[src/source/midi_uart_pkg.sv]
// Shared constants and types for the MIDI receive cartridge
// Register map, command and status bit positions, bit timing, FSM states
`default_nettype none

package midi_uart_pkg;

    // Serial bit timing
    // Clocks per MIDI bit, 16 keeps simulation short
    // A 3.58 MHz board clock at 31250 baud needs about 115
    localparam int bit_cycles = 16;
    // Bit timer width, enough to hold bit_cycles - 1
    localparam int bit_timer_w = $clog2(bit_cycles);

    // Register addresses on the low three address bits
    // Row select on write, row scan result on read
    localparam logic [2:0] addr_keys     = 3'd2;
    // Interrupt vector for the UART itself
    localparam logic [2:0] addr_vec_midi = 3'd3;
    // Interrupt vector for the external source
    localparam logic [2:0] addr_vec_ext  = 3'd4;
    // Receive buffer, transmit writes are dropped
    localparam logic [2:0] addr_data     = 3'd5;
    // Command on write, status on read
    localparam logic [2:0] addr_cmd_stat = 3'd6;

    // Command register bits
    localparam int cmd_txen = 0;
    localparam int cmd_txie = 1;
    localparam int cmd_rxen = 2;
    localparam int cmd_rxie = 3;
    // Error reset, clears OE and FE
    localparam int cmd_er   = 4;
    // Internal reset of the UART
    localparam int cmd_ir   = 7;

    // Status register bits
    localparam int stat_txrdy = 0;
    localparam int stat_rxrdy = 1;
    // Overrun, byte lost while RXRDY was still set
    localparam int stat_oe    = 4;
    // Framing, stop bit sampled low
    localparam int stat_fe    = 5;

    // Serial receiver states
    typedef enum logic [1:0] {
        idle,
        start,
        data,
        stop
    } rx_state_t;

    // Note message decoder states
    typedef enum logic [1:0] {
        wait_status,
        read_note,
        read_velocity
    } note_state_t;

endpackage

`default_nettype wire
[src/source/midi_uart_top.sv]
// MIDI cartridge receive side
// Serial receiver, register block, key decoder and read mux
`default_nettype none

module midi_uart_top (
    input  wire        cpu_bus,
    input  wire        reset,
    input  wire        cs,
    input  wire  [2:0] addr,
    input  wire  [7:0] wr_data,
    input  wire        wr,
    input  wire        rd,
    input  wire        inta,
    input  wire        midi_in,
    output logic [7:0] rd_data,
    output logic       irq
);

    // Received byte and its strobes
    logic [7:0] rx_byte;
    logic       rx_strobe;
    logic       rx_frame_err;
    // Register contents toward the read mux
    logic [7:0] status;
    logic [7:0] rx_buffer;
    logic [7:0] vec_midi;
    logic [7:0] vec_ext;
    // Key matrix row select and scan result
    logic [7:0] key_row;
    logic [7:0] key_data;
    logic       data_read;

    midi_rx_serial u_rx (
        .cpu_bus      (cpu_bus),
        .reset        (reset),
        .midi_in      (midi_in),
        .rx_byte      (rx_byte),
        .rx_strobe    (rx_strobe),
        .rx_frame_err (rx_frame_err)
    );

    midi_uart_regs u_regs (
        .cpu_bus      (cpu_bus),
        .reset        (reset),
        .cs           (cs),
        .wr           (wr),
        .addr         (addr),
        .wr_data      (wr_data),
        .rx_byte      (rx_byte),
        .rx_strobe    (rx_strobe),
        .rx_frame_err (rx_frame_err),
        .data_read    (data_read),
        .status       (status),
        .rx_buffer    (rx_buffer),
        .vec_midi     (vec_midi),
        .vec_ext      (vec_ext),
        .key_row      (key_row),
        .irq          (irq)
    );

    // Sees every byte, even those the register block drops
    midi_key_matrix u_keys (
        .cpu_bus   (cpu_bus),
        .reset     (reset),
        .rx_byte   (rx_byte),
        .rx_strobe (rx_strobe),
        .key_row   (key_row),
        .key_data  (key_data)
    );

    midi_bus_read u_read (
        .cs        (cs),
        .rd        (rd),
        .addr      (addr),
        .inta      (inta),
        .irq       (irq),
        .status    (status),
        .rx_buffer (rx_buffer),
        .vec_midi  (vec_midi),
        .vec_ext   (vec_ext),
        .key_data  (key_data),
        .rd_data   (rd_data),
        .data_read (data_read)
    );

endmodule

`default_nettype wire

[src/source/midi_bus_read.sv]
// CPU read path
// Register read mux, interrupt vector on acknowledge, buffer-read clear
`default_nettype none

module midi_bus_read
    import midi_uart_pkg::*;
(
    input  wire        cs,
    input  wire        rd,
    input  wire  [2:0] addr,
    input  wire        inta,
    input  wire        irq,
    input  wire  [7:0] status,
    input  wire  [7:0] rx_buffer,
    input  wire  [7:0] vec_midi,
    input  wire  [7:0] vec_ext,
    input  wire  [7:0] key_data,
    output logic [7:0] rd_data,
    output logic       data_read
);

    logic reg_read;

    // Acknowledge owns the bus, register reads step aside
    assign reg_read = cs && rd && !inta;
    // Clears RXRDY each cycle the buffer is on the bus
    assign data_read = reg_read && (addr == addr_data);

    always_comb begin
        // Undriven bus floats high
        rd_data = '1;
        if (inta) begin
            // Own vector when the UART is asking
            rd_data = irq ? vec_midi : vec_ext;
        end else if (reg_read) begin
            case (addr)
                addr_keys:     rd_data = key_data;
                addr_data:     rd_data = rx_buffer;
                addr_cmd_stat: rd_data = status;
                default:       rd_data = '1;
            endcase
        end
    end

endmodule

`default_nettype wire

[src/source/midi_key_matrix.sv]
// MIDI note-on/note-off decoder into an 8x8 key matrix
// Running status handling and the row scan seen by the CPU
`default_nettype none

module midi_key_matrix
    import midi_uart_pkg::*;
(
    input  wire        cpu_bus,
    input  wire        reset,
    input  wire  [7:0] rx_byte,
    input  wire        rx_strobe,
    input  wire  [7:0] key_row,
    output logic [7:0] key_data
);

    note_state_t     note_state;
    // Set by a note-on status, clear for note-off
    logic            note_on;
    // Only six note bits address the matrix
    logic [5:0]      note;
    // Row r, column c; 0 means pressed
    logic [7:0][7:0] key_matrix;
    logic            is_status;
    logic            is_note_status;

    assign is_status = rx_byte[7];
    // 0x8n note-off and 0x9n note-on, any channel
    assign is_note_status = is_status && (rx_byte[6:5] == 2'b00);

    always_ff @(posedge cpu_bus) begin
        if (reset) begin
            note_state <= wait_status;
            key_matrix <= '1;
        end else if (rx_strobe) begin
            if (is_status) begin
                // Any other status byte ends the note stream
                if (is_note_status) begin
                    note_state <= read_note;
                end else begin
                    note_state <= wait_status;
                end
            end else begin
                case (note_state)
                    // Data with no note status in force
                    wait_status: ;
                    read_note: note_state <= read_velocity;
                    read_velocity: begin
                        // Zero velocity on a note-on is a release
                        key_matrix[note[2:0]][note[5:3]] <= !(note_on && rx_byte[6:0] != 7'd0);
                        // Running status, next data byte is a note again
                        note_state <= read_note;
                    end
                    default: note_state <= wait_status;
                endcase
            end
        end
    end

    // Message payload, meaningful only while the FSM says so
    always_ff @(posedge cpu_bus) begin
        if (rx_strobe) begin
            if (is_note_status) begin
                note_on <= rx_byte[4];
            end
            if (!is_status && note_state == read_note) begin
                note <= rx_byte[5:0];
            end
        end
    end

    // Row scan, selected rows are ANDed
    // No row selected reads as nothing pressed
    always_comb begin
        key_data = '1;
        for (int r = 0; r < 8; r++) begin
            if (key_row[r]) begin
                key_data &= key_matrix[r];
            end
        end
    end

endmodule

`default_nettype wire

[src/source/midi_uart_regs.sv]
// UART register block
// Command, status, receive buffer, interrupt vectors, key row select, irq
`default_nettype none

module midi_uart_regs
    import midi_uart_pkg::*;
(
    input  wire        cpu_bus,
    input  wire        reset,
    input  wire        cs,
    input  wire        wr,
    input  wire  [2:0] addr,
    input  wire  [7:0] wr_data,
    input  wire  [7:0] rx_byte,
    input  wire        rx_strobe,
    input  wire        rx_frame_err,
    input  wire        data_read,
    output logic [7:0] status,
    output logic [7:0] rx_buffer,
    output logic [7:0] vec_midi,
    output logic [7:0] vec_ext,
    output logic [7:0] key_row,
    output logic       irq
);

    logic [7:0] cmd_reg;
    // Pending receive and transmit interrupts
    logic       rx_irq;
    logic       tx_irq;
    logic       wr_en;

    assign wr_en = cs && wr;
    // Both flags are flops, so irq changes only on a clock edge
    assign irq = rx_irq || tx_irq;

    always_ff @(posedge cpu_bus) begin
        if (reset) begin
            cmd_reg   <= '0;
            status    <= '0;
            rx_buffer <= '0;
            rx_irq    <= 1'b0;
            tx_irq    <= 1'b0;
            vec_midi  <= '1;
            vec_ext   <= '1;
            key_row   <= '0;
        end else begin
            // CPU writes
            if (wr_en) begin
                case (addr)
                    addr_keys:     key_row  <= wr_data;
                    addr_vec_midi: vec_midi <= wr_data;
                    addr_vec_ext:  vec_ext  <= wr_data;
                    addr_cmd_stat: begin
                        if (wr_data[cmd_ir]) begin
                            // Internal reset, command itself is kept
                            rx_buffer <= '0;
                            status    <= '0;
                            rx_irq    <= 1'b0;
                            tx_irq    <= 1'b0;
                        end else if (wr_data[cmd_er]) begin
                            status[stat_oe] <= 1'b0;
                            status[stat_fe] <= 1'b0;
                        end else begin
                            cmd_reg <= wr_data;
                            // Receive side
                            if (wr_data[cmd_rxen]) begin
                                // Byte already waiting raises irq at once
                                if (wr_data[cmd_rxie]) begin
                                    rx_irq <= status[stat_rxrdy];
                                end
                            end else begin
                                status[stat_rxrdy] <= 1'b0;
                                rx_irq             <= 1'b0;
                            end
                            // Transmit side, no shifter behind it
                            // Rising TXEN reports ready straight away
                            if (wr_data[cmd_txen]) begin
                                if (!cmd_reg[cmd_txen]) begin
                                    status[stat_txrdy] <= 1'b1;
                                    tx_irq             <= wr_data[cmd_txie];
                                end
                            end else begin
                                status[stat_txrdy] <= 1'b0;
                                tx_irq             <= 1'b0;
                            end
                        end
                    end
                    // Data register writes go nowhere
                    default: ;
                endcase
            end

            // Incoming bytes, only with the receiver enabled
            if (cmd_reg[cmd_rxen]) begin
                if (rx_strobe) begin
                    if (status[stat_rxrdy]) begin
                        // Buffer still full, new byte is dropped
                        status[stat_oe] <= 1'b1;
                    end else begin
                        rx_buffer          <= rx_byte;
                        status[stat_rxrdy] <= 1'b1;
                        if (cmd_reg[cmd_rxie]) begin
                            rx_irq <= 1'b1;
                        end
                    end
                end
                if (rx_frame_err) begin
                    status[stat_fe] <= 1'b1;
                end
            end

            // Reading the buffer frees it, last so it wins
            if (data_read) begin
                status[stat_rxrdy] <= 1'b0;
                rx_irq             <= 1'b0;
            end
        end
    end

endmodule

`default_nettype wire

[src/source/midi_rx_serial.sv]
// MIDI serial receiver
// Line synchronizer, start-bit check, mid-bit data sampling, stop-bit check
`default_nettype none

module midi_rx_serial
    import midi_uart_pkg::*;
(
    input  wire        cpu_bus,
    input  wire        reset,
    input  wire        midi_in,
    output logic [7:0] rx_byte,
    output logic       rx_strobe,
    output logic       rx_frame_err
);

    // Synchronizer stages and one delayed copy for edge detect
    logic                   sync_1;
    logic                   sync_2;
    logic                   line_prev;
    rx_state_t              rx_state;
    logic [bit_timer_w-1:0] bit_timer;
    logic [2:0]             bit_idx;
    logic                   bit_due;
    logic                   start_edge;

    // Timer has run out, the line is at the middle of a bit
    assign bit_due = (bit_timer == '0);
    // Falling edge of the idle-high line
    assign start_edge = line_prev && !sync_2;

    // Line comes in asynchronous, idles high
    always_ff @(posedge cpu_bus) begin
        if (reset) begin
            sync_1    <= 1'b1;
            sync_2    <= 1'b1;
            line_prev <= 1'b1;
        end else begin
            sync_1    <= midi_in;
            sync_2    <= sync_1;
            line_prev <= sync_2;
        end
    end

    always_ff @(posedge cpu_bus) begin
        if (reset) begin
            rx_state     <= idle;
            bit_timer    <= '0;
            bit_idx      <= '0;
            rx_strobe    <= 1'b0;
            rx_frame_err <= 1'b0;
        end else begin
            // Strobes last one clock
            rx_strobe    <= 1'b0;
            rx_frame_err <= 1'b0;
            case (rx_state)
                idle: begin
                    // Half a bit to reach the middle of the start bit
                    if (start_edge) begin
                        bit_timer <= bit_timer_w'(bit_cycles / 2 - 1);
                        rx_state  <= start;
                    end
                end
                start: begin
                    if (!bit_due) begin
                        bit_timer <= bit_timer - 1'b1;
                    end else if (sync_2) begin
                        // Glitch, line already back high
                        rx_state <= idle;
                    end else begin
                        bit_timer <= bit_timer_w'(bit_cycles - 1);
                        bit_idx   <= '0;
                        rx_state  <= data;
                    end
                end
                data: begin
                    if (!bit_due) begin
                        bit_timer <= bit_timer - 1'b1;
                    end else begin
                        bit_timer <= bit_timer_w'(bit_cycles - 1);
                        bit_idx   <= bit_idx + 1'b1;
                        // Eighth bit taken, stop bit next
                        if (bit_idx == 3'd7) begin
                            rx_state <= stop;
                        end
                    end
                end
                stop: begin
                    if (!bit_due) begin
                        bit_timer <= bit_timer - 1'b1;
                    end else begin
                        // Good frame or framing error, never both
                        rx_strobe    <= sync_2;
                        rx_frame_err <= !sync_2;
                        rx_state     <= idle;
                    end
                end
                default: rx_state <= idle;
            endcase
        end
    end

    // Data shifts in LSB first at each data mid-bit
    // Byte stays put until the next frame starts shifting
    always_ff @(posedge cpu_bus) begin
        if (rx_state == data && bit_due) begin
            rx_byte <= {sync_2, rx_byte[7:1]};
        end
    end

endmodule

`default_nettype wire

[config.mk]
export PLATFORM = sky130hd
export DESIGN_NAME = midi_uart_top
export DESIGN_NICKNAME = d
export VERILOG_FILES = /design/src/source/midi_uart_pkg.sv /design/src/source/midi_uart_top.sv /design/src/source/midi_bus_read.sv /design/src/source/midi_key_matrix.sv /design/src/source/midi_uart_regs.sv /design/src/source/midi_rx_serial.sv
export SDC_FILE = /design/constraint.sdc
export NUM_CORES = 1
export LEC_CHECK = 0
export ABC_CLOCK_PERIOD_IN_PS = 2300
export BUFFER_PORTS_ARGS = -buffer_cell sky130_fd_sc_hd__buf_2
export CORE_MARGIN = 2
export CORE_UTILIZATION = 50
export DETAILED_ROUTE_END_ITERATION = 7
export PLACE_DENSITY = 0.81
export SLEW_MARGIN = 25
export SYNTH_ARGS = -nofsm -noshare
export SYNTH_HDL_FRONTEND = slang
export SYNTH_SLANG_ARGS = --single-unit
[constraint.sdc]
create_clock -name cpu_bus -period 2.3 [get_ports cpu_bus]
set_clock_uncertainty 0.2 [all_clocks]
set_input_delay 0.46 -clock cpu_bus [delete_from_list [all_inputs] [get_ports cpu_bus]]
set_output_delay 0.46 -clock cpu_bus [all_outputs]
set_load 0.02 [all_outputs]
==> metrics.log <==
[metrics] async set-reset flop share out of synthesis: 0%
[metrics] netlist area before placement: 0.00604 mm^2
[metrics] top register by number of flip-flops: u_keys.key_matrix
[metrics] wire length reported by the detailed router: 19400 um
[metrics] most common library cell in the layout ignoring fill and taps: dfxtp_1
[metrics] violated checks: setup timing
[metrics] clk sinks: 136
[metrics] Via-to-Cell Ratio: 6.94
[metrics] max capacitance violation total: 0
[metrics] portion of the clock cycle consumed by the worst path in the final layout: 116%
[metrics] peak ir drop on the vdd network: 0.645 mV
[metrics] WS Path Type: in -> out
[metrics] leakage dissipation: 2.74 nW
[metrics] Buffers on Ports: 26
[metrics] leading cell types in the layout, fill and taps excluded: dfxtp_1, nor2_1, o22ai_1, buf_4
[metrics] setup slack, reg-to-reg: 0.13 ns
[metrics] clock tree from TritonCTS: yes
[metrics] clock transition at the registers of the reported paths: 0.06 ns
[metrics] capture instance of the worst register-to-register path: u_keys.key_matrix[16]
[metrics] Inserted Clock Buffers: 17
[metrics] first drt pass iteration count: 6
[metrics] total number of yosys warnings: 0
[metrics] max incr delay on CP: 0.45 ns
[metrics] HPWL after DPL: 10900 um
[metrics] worst setup path startpoint: addr[0]
[metrics] FP Rows: 40
[metrics] Post-Synthesis Cells: 646
[metrics] maximum clock frequency: 373 MHz
[metrics] total overflow reported by the global router: 0
[metrics] Seq cells post-synth: 136
[metrics] floorplan core area: 0.0119 mm^2
[metrics] startpoint of the lowest-slack register-to-register path: u_rx.rx_byte[4]
[metrics] Avg Cell Area, Syn: 9.35 um^2
[metrics] Slowest cell on crit path: or4_4
[metrics] CP Max Fanout: 5
[metrics] Setup Slack @ Placement: -0.442 ns
[metrics] final slew viol count: 0
[metrics] effective utilization at floorplan: 50.7%
[metrics] vias: 5932
[metrics] share of the yosys chip area belonging to registers: 47.6%
[metrics] number of hold-slack violations in the final timing report: 0
[metrics] type of element capturing the critical path: primary output
[metrics] residual DRC count: 0
[metrics] unrepaired setup endpoints after global routing: yes
[metrics] CP Capture Point: rd_data[6]
[metrics] fin worst setup slack: -0.379 ns
[metrics] maximum buffer depth of the clock tree: 2
[metrics] distinct cell type count after synthesis: 56
[metrics] path category of the worst min-delay check: in -> reg
[metrics] final antenna-violating net count: 0
[metrics] number of enable-type register cells in the synthesized netlist: 15
[metrics] Pwr Total: 5.94 mW
[metrics] cell count of the worst reg-to-reg path: 4
[metrics] H-tree lvl count: 4
[metrics] Clock Tree Root: clkbuf_16
[metrics] die outline height: 114 um
[metrics] number of diodes added for antenna fixing: 0
[metrics] flip-flop count of the largest register, all copies and words added: 64
[metrics] pin count of the biggest net entering global routing: 99
[metrics] library cell appearing most often on the critical path: buf_6
[metrics] worst hold stages: 2
[metrics] Critical Path Source Type: input port
[metrics] top flip-flop cell by instance count after synthesis: dfxtp_1
[metrics] global-route wire length before repair: 29900 um
[metrics] data arrival at the endpoint of the critical path: 2.02 ns
[metrics] drt initial violations: 868
[metrics] global placement routability congestion: 0.988
[metrics] Die Outline Area: 0.0130 mm^2
[metrics] synthesized netlist net count: 671
[metrics] slew at the pin with the worst max-slew slack: 0.532 ns
[metrics] result of the run: finished, violations left
[metrics] setup violators final: 8
[metrics] wire length per cell after detailed routing: 22.7 um
[metrics] x dimension of the die: 114 um
[metrics] areal power density over the cells: 772 mW/mm^2
[metrics] number of global-route vias before repair: 5562
[metrics] I/O pin count: 27
[metrics] critical path required time: 1.64 ns
[metrics] number of nets in the layout: 720
[metrics] overall global routing resource usage: 29.5%
[metrics] clock latency at the later pin of the worst-skew pair: 0.42 ns
[metrics] shortest period the worst path allows: 2.68 ns
[metrics] Worst slew margin: 64.5%
[metrics] initial antenna violation count: 0
[metrics] cell chain of the critical path: buf_6, nor3b_4, buf_4, o221ai_1, or4_4, a32oi_4, buf_6
[metrics] Area growth syn-to-layout: 27.4%
[metrics] ratio of cells with drive above 1 in the final layout: 25.6%
-- critical path: cells and delay by family --
family / cells / cell delay (ns)
AO/OA/AOI/OAI: 2 / 0.38
AND/OR/NAND/NOR: 2 / 0.74
buffers and inverters: 3 / 0.44
-- repair_timing --
item,CTS,global route
gates resized for setup,72,9
buffers inserted,7,2
hold buffers,0,0
setup endpoints to repair,8,12
endpoints found under the hold margin,0,0
pin swaps,10,4
cloned,0,0
-- metrics by stage --
step	util (%)	hold slack, ns	instances	cell area, um^2	TNS [ns]
final	64.6	0.0193	855	7690	-2.38
after CTS	64.0	0.0124	853	7630	-2.04
after global routing	64.6	0.0225	855	7690	-2.74
after floorplan	-	0.189	646	6170	-0.527
after global placement	55.9	0.198	815	6660	-2.61
after detailed placement	55.9	0.202	815	6660	-3.12
-- area by class of cell --
cell class                      instances  area (um^2)
Tap cell                              147          184
Fill cell                             809         4220
Inverter                               17         78.8
Sequential cell                       136         2880
Multi-Input combinational cell        437         3160
Timing Repair Buffer                   86          738
Clock buffer                           18          429
Clock inverter                         14          220
-- cells in the mapped netlist, types with 2 or more instances --
cell type / instances / area share [%]
nor4_1: 4 / 0.41
nor3_1: 10 / 0.83
dfxtp_1: 121 / 40
and4b_1: 2 / 0.33
o31ai_1: 35 / 4.4
o221ai_1: 8 / 1.2
clkbuf_2: 4 / 0.33
a21bo_2: 2 / 0.33
mux2i_1: 23 / 3.8
nor2_1: 47 / 2.9
or2_2: 4 / 0.41
or4b_1: 2 / 0.33
a2bb2oi_1: 5 / 0.73
or3_1: 3 / 0.31
a32oi_1: 4 / 0.58
and3b_1: 3 / 0.44
nand3b_1: 3 / 0.37
a21oi_1: 18 / 1.5
a22oi_1: 9 / 1.1
and3_1: 5 / 0.52
clkbuf_1: 30 / 1.9
buf_6: 3 / 0.56
inv_1: 17 / 1.1
o21ai_0: 28 / 2.3
a211oi_1: 34 / 4.2
nor3b_1: 3 / 0.37
a31oi_1: 35 / 3.6
buf_2: 12 / 0.99
nand3_1: 14 / 1.2
edfxtp_1: 15 / 7.5
o211ai_1: 3 / 0.37
o22ai_1: 56 / 5.8
or3b_2: 3 / 0.44
nor2b_1: 4 / 0.41
and2_1: 4 / 0.41
ha_1: 7 / 1.5
a21o_1: 2 / 0.25
buf_1: 7 / 0.44
nor4b_1: 2 / 0.29
nand2_1: 35 / 2.2
or4_1: 5 / 0.62
-- per-layer routing --
metal | vias to the layer above | track usage [%] | part of all wire, %
li1 | 2598 | - | -
met1 | 2780 | 36.9 | 37
met2 | 453 | 47.7 | 47
met3 | 101 | 7.76 | 10
met4 | 0 | 14.2 | 5.2
met5 | - | 0 | 0
-- how the worst min path moves through the flow --
stage | from | to | slack (ns)
2_1_floorplan | u_rx.sync_1 | u_rx.sync_2 | 0.19
3_3_place_gp | u_rx.sync_1 | u_rx.sync_2 | 0.20
3_5_place_dp | u_rx.sync_1 | u_rx.sync_2 | 0.20
4_1_cts | midi_in | u_rx.sync_1 | 0.01
5_1_grt | midi_in | u_rx.sync_1 | 0.02
6_report | midi_in | u_rx.sync_1 | 0.02
-- logic make-up (layout without fill, tap and decap cells) --
kind of cell               count (synthesis)  count (layout)  share of synthesized area (%)
AOI/OAI and AO/OA                        244             244                           27.1
DFF                                      136             136                           47.6
muxes                                     23              23                           3.81
buffers and inverters                     73             135                           5.24
and+or+nand+nor                          163             163                           14.9
adders and majority gates                  7               7                           1.45
-- power by group --
group	total (mW)	switching (mW)	internal (mW)
combinational	0.463	0.282	0.182
sequential	2.45	0.0299	2.42
clock	3.03	1.09	1.93
total	5.94	1.41	4.53
Note: power is estimated with default switching activity, not from simulation.
